**src/ao_periph_pkg.sv**
```systemverilog
// Shared types and address map for the always-on peripheral subsystem.
// Imported by the bus controller and the register peripherals.
`default_nettype none

package ao_periph_pkg;

  // Bus data word and byte address
  typedef logic [31:0] word_t;
  typedef logic [31:0] addr_t;

  // Register index inside a peripheral, address bits 3:2
  typedef logic [1:0] reg_idx_t;

  // Peripheral field, address bits 15:12
  typedef logic [3:0] periph_sel_t;

  // Peripheral field values, anything else is unmapped
  localparam periph_sel_t SOC_CTRL_SEL  = 4'd0;
  localparam periph_sel_t TIMER_SEL     = 4'd1;
  localparam periph_sel_t GPIO_SEL      = 4'd2;
  localparam periph_sel_t FAST_INTR_SEL = 4'd3;

  // Upper address half shared by every always-on register
  localparam logic [15:0] AO_BASE = 16'h2000;

endpackage

`default_nettype wire

```
**src/ao_bus_ctrl.sv**
```systemverilog
// OBI-style bus front end for the always-on peripherals.
// Grants every request, decodes the target and returns read data one cycle later.
`timescale 1ns/1ps
`default_nettype none

module ao_bus_ctrl
  import ao_periph_pkg::*;
(
  input  logic     clk_i,
  input  logic     arst_n_i,

  // Bus from the CPU side
  input  logic     bus_req_i,
  input  addr_t    bus_addr_i,
  input  logic     bus_we_i,
  input  word_t    bus_wdata_i,
  output logic     bus_gnt_o,
  output logic     bus_rvalid_o,
  output word_t    bus_rdata_o,

  // Shared register bus lines
  output logic     reg_we_o,
  output reg_idx_t reg_idx_o,
  output word_t    reg_wdata_o,

  // Per-peripheral strobes
  output logic     soc_sel_o,
  output logic     timer_sel_o,
  output logic     gpio_sel_o,
  output logic     fast_sel_o,

  // Read data back from the peripherals
  input  word_t    soc_rdata_i,
  input  word_t    timer_rdata_i,
  input  word_t    gpio_rdata_i,
  input  word_t    fast_rdata_i
);

  logic        base_hit;
  logic        access;
  periph_sel_t periph_sel;
  word_t       rdata_d;

  // No back-pressure
  assign bus_gnt_o = bus_req_i;

  assign base_hit   = (bus_addr_i[31:16] == AO_BASE);
  assign periph_sel = bus_addr_i[15:12];
  assign access     = bus_req_i & base_hit;

  assign soc_sel_o   = access & (periph_sel == SOC_CTRL_SEL);
  assign timer_sel_o = access & (periph_sel == TIMER_SEL);
  assign gpio_sel_o  = access & (periph_sel == GPIO_SEL);
  assign fast_sel_o  = access & (periph_sel == FAST_INTR_SEL);

  // Shared lines go straight through to every peripheral
  assign reg_we_o    = bus_we_i;
  assign reg_idx_o   = bus_addr_i[3:2];
  assign reg_wdata_o = bus_wdata_i;

  // Read data steering, zero for writes and unmapped addresses
  always_comb begin
    rdata_d = '0;
    if (!bus_we_i) begin
      if (soc_sel_o) begin
        rdata_d = soc_rdata_i;
      end else if (timer_sel_o) begin
        rdata_d = timer_rdata_i;
      end else if (gpio_sel_o) begin
        rdata_d = gpio_rdata_i;
      end else if (fast_sel_o) begin
        rdata_d = fast_rdata_i;
      end
    end
  end

  // Response phase, one cycle after the grant
  always_ff @(posedge clk_i or negedge arst_n_i) begin
    if (!arst_n_i) begin
      bus_rvalid_o <= 1'b0;
      bus_rdata_o  <= '0;
    end else begin
      bus_rvalid_o <= bus_req_i;
      bus_rdata_o  <= rdata_d;
    end
  end

endmodule

`default_nettype wire

```
**src/ao_periph_top.sv**
```systemverilog
// Top of the always-on peripheral subsystem.
// Connects the bus controller to the SoC control, timer, GPIO and fast interrupt blocks.
`timescale 1ns/1ps
`default_nettype none

module ao_periph_top
  import ao_periph_pkg::*;
#(
  parameter int unsigned GPIO_W        = 8,
  parameter int unsigned NUM_FAST_INTR = 15
) (
  input  logic                     clk_i,
  input  logic                     arst_n_i,

  input  logic                     bus_req_i,
  input  addr_t                    bus_addr_i,
  input  logic                     bus_we_i,
  input  word_t                    bus_wdata_i,
  output logic                     bus_gnt_o,
  output logic                     bus_rvalid_o,
  output word_t                    bus_rdata_o,

  input  logic                     boot_select_i,
  input  logic                     execute_from_flash_i,
  output logic                     exit_valid_o,
  output word_t                    exit_value_o,

  output logic                     timer_intr_o,

  input  logic [GPIO_W-1:0]        gpio_i,
  output logic [GPIO_W-1:0]        gpio_o,
  output logic [GPIO_W-1:0]        gpio_oe_o,
  output logic [GPIO_W-1:0]        gpio_intr_o,

  input  logic [NUM_FAST_INTR-1:0] fast_intr_i,
  output logic [NUM_FAST_INTR-1:0] fast_intr_o
);

  logic     reg_we;
  reg_idx_t reg_idx;
  word_t    reg_wdata;

  logic     soc_sel;
  logic     timer_sel;
  logic     gpio_sel;
  logic     fast_sel;

  word_t    soc_rdata;
  word_t    timer_rdata;
  word_t    gpio_rdata;
  word_t    fast_rdata;

  ao_bus_ctrl u_bus_ctrl (
    .clk_i,
    .arst_n_i,
    .bus_req_i,
    .bus_addr_i,
    .bus_we_i,
    .bus_wdata_i,
    .bus_gnt_o,
    .bus_rvalid_o,
    .bus_rdata_o,
    .reg_we_o      (reg_we),
    .reg_idx_o     (reg_idx),
    .reg_wdata_o   (reg_wdata),
    .soc_sel_o     (soc_sel),
    .timer_sel_o   (timer_sel),
    .gpio_sel_o    (gpio_sel),
    .fast_sel_o    (fast_sel),
    .soc_rdata_i   (soc_rdata),
    .timer_rdata_i (timer_rdata),
    .gpio_rdata_i  (gpio_rdata),
    .fast_rdata_i  (fast_rdata)
  );

  soc_ctrl_regs u_soc_ctrl (
    .clk_i,
    .arst_n_i,
    .sel_i    (soc_sel),
    .we_i     (reg_we),
    .idx_i    (reg_idx),
    .wdata_i  (reg_wdata),
    .rdata_o  (soc_rdata),
    .boot_select_i,
    .execute_from_flash_i,
    .exit_valid_o,
    .exit_value_o
  );

  ao_timer u_timer (
    .clk_i,
    .arst_n_i,
    .sel_i   (timer_sel),
    .we_i    (reg_we),
    .idx_i   (reg_idx),
    .wdata_i (reg_wdata),
    .rdata_o (timer_rdata),
    .intr_o  (timer_intr_o)
  );

  gpio_regs #(
    .GPIO_W (GPIO_W)
  ) u_gpio (
    .clk_i,
    .arst_n_i,
    .sel_i   (gpio_sel),
    .we_i    (reg_we),
    .idx_i   (reg_idx),
    .wdata_i (reg_wdata),
    .rdata_o (gpio_rdata),
    .gpio_i,
    .gpio_o,
    .gpio_oe_o,
    .gpio_intr_o
  );

  fast_intr_ctrl #(
    .NUM_FAST_INTR (NUM_FAST_INTR)
  ) u_fast_intr (
    .clk_i,
    .arst_n_i,
    .sel_i   (fast_sel),
    .we_i    (reg_we),
    .idx_i   (reg_idx),
    .wdata_i (reg_wdata),
    .rdata_o (fast_rdata),
    .fast_intr_i,
    .fast_intr_o
  );

endmodule

`default_nettype wire

```
**src/ao_timer.sv**
```systemverilog
// Free-running 32-bit compare timer with a sticky status bit as interrupt.
// Status is cleared by writing 1 to bit 0 of register 3.
`timescale 1ns/1ps
`default_nettype none

module ao_timer
  import ao_periph_pkg::*;
(
  input  logic     clk_i,
  input  logic     arst_n_i,
  input  logic     sel_i,
  input  logic     we_i,
  input  reg_idx_t idx_i,
  input  word_t    wdata_i,
  output word_t    rdata_o,
  output logic     intr_o
);

  logic  enable;
  word_t count;
  word_t compare;
  logic  status;
  logic  wr;
  logic  hit;

  assign wr  = sel_i & we_i;
  assign hit = enable & (count == compare);

  always_ff @(posedge clk_i or negedge arst_n_i) begin
    if (!arst_n_i) begin
      enable  <= 1'b0;
      count   <= '0;
      compare <= '0;
    end else begin
      if (wr && idx_i == 2'd0) begin
        enable <= wdata_i[0];
      end
      if (wr && idx_i == 2'd2) begin
        compare <= wdata_i;
      end
      // Software load wins over counting
      if (wr && idx_i == 2'd1) begin
        count <= wdata_i;
      end else if (hit) begin
        count <= '0;
      end else if (enable) begin
        count <= count + 32'd1;
      end
    end
  end

  // Set has priority over the W1C
  always_ff @(posedge clk_i or negedge arst_n_i) begin
    if (!arst_n_i) begin
      status <= 1'b0;
    end else if (hit) begin
      status <= 1'b1;
    end else if (wr && idx_i == 2'd3 && wdata_i[0]) begin
      status <= 1'b0;
    end
  end

  assign intr_o = status;

  always_comb begin
    case (idx_i)
      2'd0:    rdata_o = word_t'(enable);
      2'd1:    rdata_o = count;
      2'd2:    rdata_o = compare;
      default: rdata_o = word_t'(status);
    endcase
  end

endmodule

`default_nettype wire

```
**src/fast_intr_ctrl.sv**
```systemverilog
// Fast interrupt controller: sticky pending bits with W1C and an enable mask.
`timescale 1ns/1ps
`default_nettype none

module fast_intr_ctrl
  import ao_periph_pkg::*;
#(
  parameter int unsigned NUM_FAST_INTR = 15
) (
  input  logic                     clk_i,
  input  logic                     arst_n_i,
  input  logic                     sel_i,
  input  logic                     we_i,
  input  reg_idx_t                 idx_i,
  input  word_t                    wdata_i,
  output word_t                    rdata_o,
  input  logic [NUM_FAST_INTR-1:0] fast_intr_i,
  output logic [NUM_FAST_INTR-1:0] fast_intr_o
);

  logic [NUM_FAST_INTR-1:0] pending;
  logic [NUM_FAST_INTR-1:0] enable;
  logic [NUM_FAST_INTR-1:0] clr_mask;

  assign clr_mask = (sel_i && we_i && idx_i == 2'd0) ? wdata_i[NUM_FAST_INTR-1:0] : '0;

  always_ff @(posedge clk_i or negedge arst_n_i) begin
    if (!arst_n_i) begin
      pending <= '0;
      enable  <= '0;
    end else begin
      // A line seen high beats a clear in the same cycle
      pending <= (pending & ~clr_mask) | fast_intr_i;
      if (sel_i && we_i && idx_i == 2'd1) begin
        enable <= wdata_i[NUM_FAST_INTR-1:0];
      end
    end
  end

  assign fast_intr_o = pending & enable;

  always_comb begin
    case (idx_i)
      2'd0:    rdata_o = word_t'(pending);
      2'd1:    rdata_o = word_t'(enable);
      default: rdata_o = '0;
    endcase
  end

endmodule

`default_nettype wire

```
**src/gpio_regs.sv**
```systemverilog
// GPIO block with output, output enable, synchronized input and level interrupts.
// Pin interrupts follow the synchronized input masked by the enable register.
`timescale 1ns/1ps
`default_nettype none

module gpio_regs
  import ao_periph_pkg::*;
#(
  parameter int unsigned GPIO_W = 8
) (
  input  logic              clk_i,
  input  logic              arst_n_i,
  input  logic              sel_i,
  input  logic              we_i,
  input  reg_idx_t          idx_i,
  input  word_t             wdata_i,
  output word_t             rdata_o,
  input  logic [GPIO_W-1:0] gpio_i,
  output logic [GPIO_W-1:0] gpio_o,
  output logic [GPIO_W-1:0] gpio_oe_o,
  output logic [GPIO_W-1:0] gpio_intr_o
);

  logic [GPIO_W-1:0] gpio_out;
  logic [GPIO_W-1:0] gpio_oe;
  logic [GPIO_W-1:0] intr_en;
  logic [GPIO_W-1:0] in_meta;
  logic [GPIO_W-1:0] in_sync;

  always_ff @(posedge clk_i or negedge arst_n_i) begin
    if (!arst_n_i) begin
      gpio_out <= '0;
      gpio_oe  <= '0;
      intr_en  <= '0;
    end else if (sel_i && we_i) begin
      case (idx_i)
        2'd0: gpio_out <= wdata_i[GPIO_W-1:0];
        2'd1: gpio_oe  <= wdata_i[GPIO_W-1:0];
        2'd3: intr_en  <= wdata_i[GPIO_W-1:0];
        default: ;
      endcase
    end
  end

  // Two-flop input synchronizer
  always_ff @(posedge clk_i or negedge arst_n_i) begin
    if (!arst_n_i) begin
      in_meta <= '0;
      in_sync <= '0;
    end else begin
      in_meta <= gpio_i;
      in_sync <= in_meta;
    end
  end

  assign gpio_o      = gpio_out;
  assign gpio_oe_o   = gpio_oe;
  assign gpio_intr_o = in_sync & intr_en;

  always_comb begin
    case (idx_i)
      2'd0:    rdata_o = word_t'(gpio_out);
      2'd1:    rdata_o = word_t'(gpio_oe);
      2'd2:    rdata_o = word_t'(in_sync);
      default: rdata_o = word_t'(intr_en);
    endcase
  end

endmodule

`default_nettype wire

```
**src/soc_ctrl_regs.sv**
```systemverilog
// SoC control registers: exit reporting, boot strap readback and a scratch word.
`timescale 1ns/1ps
`default_nettype none

module soc_ctrl_regs
  import ao_periph_pkg::*;
(
  input  logic     clk_i,
  input  logic     arst_n_i,
  input  logic     sel_i,
  input  logic     we_i,
  input  reg_idx_t idx_i,
  input  word_t    wdata_i,
  output word_t    rdata_o,
  input  logic     boot_select_i,
  input  logic     execute_from_flash_i,
  output logic     exit_valid_o,
  output word_t    exit_value_o
);

  word_t scratch;

  always_ff @(posedge clk_i or negedge arst_n_i) begin
    if (!arst_n_i) begin
      exit_valid_o <= 1'b0;
      exit_value_o <= '0;
      scratch      <= '0;
    end else if (sel_i && we_i) begin
      case (idx_i)
        2'd0: exit_valid_o <= wdata_i[0];
        2'd1: exit_value_o <= wdata_i;
        2'd3: scratch      <= wdata_i;
        // Straps are read-only
        default: ;
      endcase
    end
  end

  always_comb begin
    case (idx_i)
      2'd0:    rdata_o = word_t'(exit_valid_o);
      2'd1:    rdata_o = exit_value_o;
      2'd2:    rdata_o = word_t'({execute_from_flash_i, boot_select_i});
      default: rdata_o = scratch;
    endcase
  end

endmodule

`default_nettype wire

```
**config.mk**
```make
export PLATFORM = sky130hd
export DESIGN_NAME = ao_periph_top
export DESIGN_NICKNAME = d
export VERILOG_FILES = /design/src/ao_periph_pkg.sv /design/src/ao_bus_ctrl.sv /design/src/ao_periph_top.sv /design/src/ao_timer.sv /design/src/fast_intr_ctrl.sv /design/src/gpio_regs.sv /design/src/soc_ctrl_regs.sv
export SDC_FILE = /design/constraint.sdc
export NUM_CORES = 1
export LEC_CHECK = 0
export BUFFER_PORTS_ARGS = -buffer_cell sky130_fd_sc_hd__buf_2
export CAP_MARGIN = 20
export CORE_MARGIN = 2
export CORE_UTILIZATION = 60
export DETAILED_ROUTE_END_ITERATION = 12
export PLACE_DENSITY_LB_ADDON = 0.12
export SYNTH_ARGS = -nofsm -noshare
export SYNTH_HDL_FRONTEND = slang
export SYNTH_SLANG_ARGS = --single-unit
```
**constraint.sdc**
```tcl
create_clock -name clk_i -period 3.7 [get_ports clk_i]
set_input_delay 0.185 -clock clk_i [delete_from_list [all_inputs] [get_ports clk_i]]
set_output_delay 0.185 -clock clk_i [all_outputs]
set_load 0.02 [all_outputs]
```
* Yosys cells after proc, flatten, opt, wreduce, memory -nomap -nowiden
Cells that the tools add are included.
Cells by class: $add $sub $neg 1, bitwise logic cells 12, reductions and logical operators 20, muxes and demuxes 15, equality and inequality tests 8
Operators by type and width (count):
- $mux 32 | 8
- $pmux 32 s3 | 2
- $add 32x1->32 const B | 1
- $eq 32x32->1 | 1
- $and 15x15->15 | 2
- $pmux 15 s2 | 1
- $pmux 8 s3 | 1
- $eq 16x14->1 const B | 1
- $mux 15 | 1
- $not 15->15 | 1
- $or 15x15->15 | 1
- $reduce_and 2->1 | 6
- $logic_and 1x1->1 | 10
- $and 8x8->8 | 1
- $eq 4x2->1 const B | 2
- $and 1x1->1 | 7
- $eq 2x2->1 const B | 2
- $eq 4x1->1 const B | 1
- $logic_not 4->1 | 1
- $reduce_bool 3->1 | 1
- $eq 2x1->1 const B | 1
- $logic_not 2->1 | 1
- $mux 1 | 2
- $reduce_bool 2->1 | 1
Storage, ports and cells: input bits 93, output and inout port bits 107, register bits after elaboration 234, word-level logic and storage cells 72

* Depth between registers and ports, before layout
depth in word-level cells 9, mapped depth 11, depth with buffers taken out 8

* By module
A second synthesis with hierarchy kept.
Unflattened totals: cells, all modules 1064, area, all modules 13202.7 sq um
Modules (own cells, without submodules):
- ao_timer | cells an instance 420, instances 1, sequential area each 1651.6 sq um, area an instance 4065.1 sq um
- soc_ctrl_regs | cells an instance 211, instances 1, sequential area each 1626.6 sq um, area an instance 3150.5 sq um
- ao_bus_ctrl | cells an instance 161, instances 1, sequential area each 825.8 sq um, area an instance 2477.4 sq um
- gpio_regs | cells an instance 111, instances 1, sequential area each 1001.0 sq um, area an instance 1809.2 sq um
- fast_intr_ctrl | cells an instance 161, instances 1, sequential area each 750.7 sq um, area an instance 1700.4 sq um

* Worst setup path after synthesis
No wires, ideal clock.
kind flip-flop to flip-flop, start point register u_timer.count[3], end point register u_timer.count[26], period minus slack after synthesis 2.264 ns, data arrival time 2.141 ns, required time 3.576 ns, path slack 1.436 ns, setup time 0.124 ns, cell stages (with the launch flop) 12, path buffers 4, path through dfrtp_1 -> clkbuf_1 -> xnor2_1 -> nand4_1 -> nor4bb_1 -> and4_1 -> clkbuf_1 -> or2_1 -> buf_2 -> buf_4 -> o21ai_1 -> a211o_1
Between the ends: word-level cells in the longest chain between the ends 4, elaborated cells on any way between the ends 7, those cells by class 1 x add/sub; 1 x eq/ne; 3 x mux; 1 x bitwise; 1 x reduce/logical
RTL lines:
- start, declared | line ao_timer.sv:20 | word_t count;
- start signal, assigned | line ao_timer.sv:43 | count <= wdata_i;
- start signal, assigned | line ao_timer.sv:47 | count <= count + 32'd1;
- $add 32x1->32 / $eq 32x32->1 (equally long branches) | line ao_timer.sv:47, ao_timer.sv:27
- $mux 32 / $and 1x1->1 (equally long branches) | line ao_timer.sv:46, ao_timer.sv:27
- $mux 32 | line ao_timer.sv:44 | end else if (hit) begin
- $mux 32 | line ao_timer.sv:42 | if (wr && idx_i == 2'd1) begin
Several ways; a longest one is shown, not always the timed one. The select of a mux whose other input is x is not followed. A chain may end at the register's enable or synchronous reset.

* Worst setup path after layout
start point register u_timer.count[17], end point register u_timer.count[14]
Between the ends: word-level cells in the longest chain between the ends 4, elaborated cells on any way between the ends 5, those cells by class 1 x eq/ne; 2 x mux; 1 x bitwise; 1 x reduce/logical
RTL lines:
- $eq 32x32->1 (*) | line ao_timer.sv:27 | assign hit = enable & (count == compare);
- $and 1x1->1 (*) | line ao_timer.sv:27
- $mux 32 | line ao_timer.sv:44
- $mux 32 | line ao_timer.sv:42
Mark *: on every way between the ends. The rest lies on a longest branch, timed or not.

==> results.md <==
Status:
- The flow ran to the end, and the final reports show no timing, DRC or antenna violations.

Global route:
- The first-pass GRT wire length is 49.5 mm.
- The final global-route overflow total is 0.
- The via count of the first global-routing pass came to between 9000 and 10000.
- The global-route total usage across every layer is 0.316.
- The number of antenna violations at the first check in global routing is 1.
- Entering global routing, the biggest net connects 105 pins.

Cells and area:
- The final cell count without fillers is 1442.
- In the layout the commonest cells are 234 x sky130_fd_sc_hd__dfrtp_1, 188 x sky130_fd_sc_hd__buf_2, 145 x sky130_fd_sc_hd__mux2_2, 53 x sky130_fd_sc_hd__nor2_1, 48 x sky130_fd_sc_hd__dlygate4sd3_1.
- The layout overhead on the synthesized area is 22.1%.
- The utilization of the core after routing is 0.747.
- The library cell used most frequently in the layout, excluding fill and tap cells, is sky130_fd_sc_hd__dfrtp_1.
- The post-layout instance area is 0.0140 mm².
- The share of final-layout standard cells stronger than drive strength 1 is 0.360.
- The net total in the final layout is 1282.

Hold path:
- The path with the worst hold slack has its endpoint at u_timer.count[6].
- The worst hold path belongs to the class in2reg.
- The worst min-delay path startpoint is bus_wdata_i[6].
- The worst hold path depth is 3.

STA:
- On the final layout, the worst clock skew is 21.1 ps.
- The relative slew slack is 0.408.
- The setup TNS after final layout is 0 ps.
- The worst path meets setup with roughly 1100 ps of slack.
- The number of hold violations in the final report is 0.
- The slew at the pin closest to its max-slew limit is about 900 ps.
- Dividing the final minimum period by the clock period gives 0.715.
- The highest achievable clock rate is between 300 and 400 MHz.
- Counting I/O delays and the setup requirement, the final critical path takes between 2000 and 3000 ps.
- The worst hold slack is ~9.7 ps.
- Setup violations remaining at the end of the flow were counted as 0.
- The count of final max-slew check failures is 0.
- Setup repair after global routing left no endpoint under its margin.

Critical path:
- The required time reported for the critical path endpoint is approximately 4100 ps.
- Along the worst path, the maximum fanout reaches 14.
- The biggest cell delay along the critical path is 690 ps.
- The endpoint kind of the worst setup timing path is a register.
- The number of cells on the worst reg-to-reg path is 8.
- The minimum setup slack among reg-to-reg paths is 1060 ps.
- Traced cell by cell, the critical path runs through xor2_1, nor4_1, and3_1, and4_1, buf_4, nor2_1, a22oi_1, a21oi_1.
- The destination of the worst register-to-register timing path is u_timer.count[14].
- Among all stages on the critical path, the largest delay is contributed by sky130_fd_sc_hd__nor2_1.
- Data arrives at the worst endpoint at 3080 ps.
- STA classifies the critical path startpoint as a register.
- The worst register-to-register path begins at u_timer.count[17].
- The setup path with the least slack is of type reg2reg.
- The critical path starts at u_timer.count[17].

Routing:
- The average detailed-routed wire length per instance is 21.8 µm.
- The first routing iteration left around 770 violations.
- For this block, the via count after detailed routing is 9022.
- The detailed-router iteration count before antenna repair is 6.
- The detail route stage leaves a number of antenna-violating nets equal to 0.
- The aggregate routed wire length is around 31 mm.
- The number of design rule violations left after detail routing is 0.
- Using the TritonRoute via totals, the vias-per-cell ratio works out to 6.26.

Synth:
- The post-synthesis average cell area is about 12 µm².
- Counting every net in the synthesized netlist gives about 1100.
- The count of warnings emitted by yosys is 0.
- In this run the cell area of the synthesized design comes to 0.0115 mm².
- The proportion of netlist area held by the largest area contributor is 0.511.
- By area the synthesized netlist is led by sky130_fd_sc_hd__dfrtp_1 51%, sky130_fd_sc_hd__mux2_2 14%, sky130_fd_sc_hd__mux2i_1 2.4%.
- The most used flip-flop cell after synthesis is sky130_fd_sc_hd__dfrtp_1.
- The sequential fraction of the synthesis area is 0.511.
- Synthesis instantiated 63 different standard cells from the library.
- sky130_fd_sc_hd__dfrtp_1 takes more of the synthesized area than any other cell.
- In this run, synthesis inferred 0 flip-flops with an integrated enable.
- The number of cells produced by synthesis is 968.
- The synthesized design contains between 200 and 250 register bits.
- The share of flip-flops with an asynchronous set or reset after synthesis is 1.00.

Place:
- The total cell area at the placement stage is between 0.01 and 0.015 mm².
- In this run, placement finished with an instance count of 1347.
- At the placement stage, the worst setup path has a slack of 1070 ps.
- The congestion estimate from routability-driven global placement came to slightly below 0.9.
- Input and output buffers added on the ports amount to 189.
- The half-perimeter wire length of the detailed placement result is slightly above 20 mm.

Die:
- The die covers between 0.02 and 0.025 mm².
- The chip width is 142 µm.
- The starting density of the core is 0.612.
- The die is 142 µm tall.
- The standard cell core area is 0.0187 mm².
- The cell row count is 50.
- The number of top-level pins is 200.

Clock network:
- The cell chosen for the clock root is sky130_fd_sc_hd__clkbuf_16.
- In this run, CTS created clock tree buffers numbering 25.
- The number of H-tree branching levels is 1.
- Post-CTS repair changed the size of 0 cells.
- The clock latency on the worst-skew pair is between 500 and 600 ps.
- The sink count of the clock tree is 234.
- The TritonCTS clock tree is yes.
- Clock-pin slew was measured on the worst setup and hold paths at 60 ps.
- The clock passes through at most 3 buffers.

Run:
- The count of maximum capacitance violations is 0.

Pwr:
- The total power per unit cell area is 396 mW/mm².
- The leakage component of the power is 6.76 nW.
- The overall power consumption is 5.54 mW.
- The maximum resistive drop on vdd is 0.421 mV.
==> Yosys cell counts (21+ instances only) <==
| library cell | n |
|---|---|
| sky130_fd_sc_hd__dfrtp_1 | 234 |
| sky130_fd_sc_hd__mux2_2 | 145 |
| sky130_fd_sc_hd__nor2_1 | 53 |
| sky130_fd_sc_hd__nand2_1 | 40 |
| sky130_fd_sc_hd__clkbuf_1 | 39 |
| sky130_fd_sc_hd__a21oi_1 | 31 |
| sky130_fd_sc_hd__a22oi_1 | 28 |
| sky130_fd_sc_hd__mux2i_1 | 28 |
| sky130_fd_sc_hd__xnor2_1 | 28 |
| sky130_fd_sc_hd__and2_1 | 27 |
| sky130_fd_sc_hd__nor3_1 | 23 |
| sky130_fd_sc_hd__o21ai_0 | 23 |
| sky130_fd_sc_hd__buf_2 | 21 |
| sky130_fd_sc_hd__nand4_1 | 21 |
==> critical path, delay by kind of cell, from the launching register on <==
family | cells | cell delay [ps]
DFF | 1 | 450
buffers and inverters | 1 | 200
xor gates and xnor gates | 1 | 360
and+or+nand+nor | 4 | 1160
AOI/OAI and AO/OA | 2 | 390
==> worst max-delay path by stage <==
stage / slack (ps) / depth (start not counted) / end
floorplan: 1440 / 11 / u_timer.count[26]
global placement: 1100 / 8 / u_timer.count[22]
detailed placement: 1070 / 8 / u_timer.count[20]
CTS: 1130 / 7 / u_timer.count[20]
global route: 890 / 10 / u_fast_intr.pending[9]
finish: 1060 / 8 / u_timer.count[14]
==> per-layer routing <==
metal / GRT usage / up-vias / part of all wire / wire (µm)
li1: - / 3993 / - / -
met1: 0.444 / 4594 / 0.43 / 13400
met2: 0.504 / 370 / 0.48 / 15000
met3: 0.0538 / 65 / 0.070 / 2190
met4: 0.102 / 0 / 0.028 / 871
met5: 0 / - / 0 / 0
==> area by class of cell <==
class                           count  area (µm²)
Inverter                           13        48.8
Clock buffer                       34         719
Antenna cell                        1        2.50
Multi-Input combinational cell    654        5280
Tap cell                          234         293
Timing Repair Buffer              260        1620
Clock inverter                     12         164
Sequential cell                   234        5860
Fill cell                        1297        4720
==> what timing repair did <==
action,CTS,global route
buffers inserted,0,0
hold buffers,48,0
hold endpoints to repair,198,0
==> cells by family after synthesis <==
group,after synthesis,synth area share
AND/OR/NAND/NOR,251,0.126
flip-flops,234,0.511
adder cells (fa/ha/maj),1,0.00109
AO/OA/AOI/OAI,167,0.103
XOR/XNOR,41,0.0314
buffers and inverters,80,0.0299
multiplexers,194,0.198
==> sequential cells by signal, indices dropped and copies added (netlist names) <==
| signal | count |
|---|---|
| u_gpio.gpio_oe_o | 8 |
| u_timer.count | 32 |
| u_bus_ctrl.bus_rdata_o | 32 |
| u_gpio.intr_en | 8 |
| u_soc_ctrl.scratch | 32 |
| u_timer.enable | 1 |
| u_fast_intr.pending | 15 |
| u_gpio.gpio_o | 8 |
| u_gpio.in_sync | 8 |
| u_soc_ctrl.exit_valid_o | 1 |
| u_gpio.in_meta | 8 |
| u_soc_ctrl.exit_value_o | 32 |
| u_timer.intr_o | 1 |
| u_bus_ctrl.bus_rvalid_o | 1 |
| u_fast_intr.enable | 15 |
| u_timer.compare | 32 |
==> report_power, final <==
group	switching (mW)	internal [mW]	total [mW]
logic	0.184	0.117	0.301
registers	0.00326	2.57	2.57
clock network	1.03	1.64	2.67
total	1.22	4.32	5.54
No activity file was read; power rests on OpenSTA's default activity.
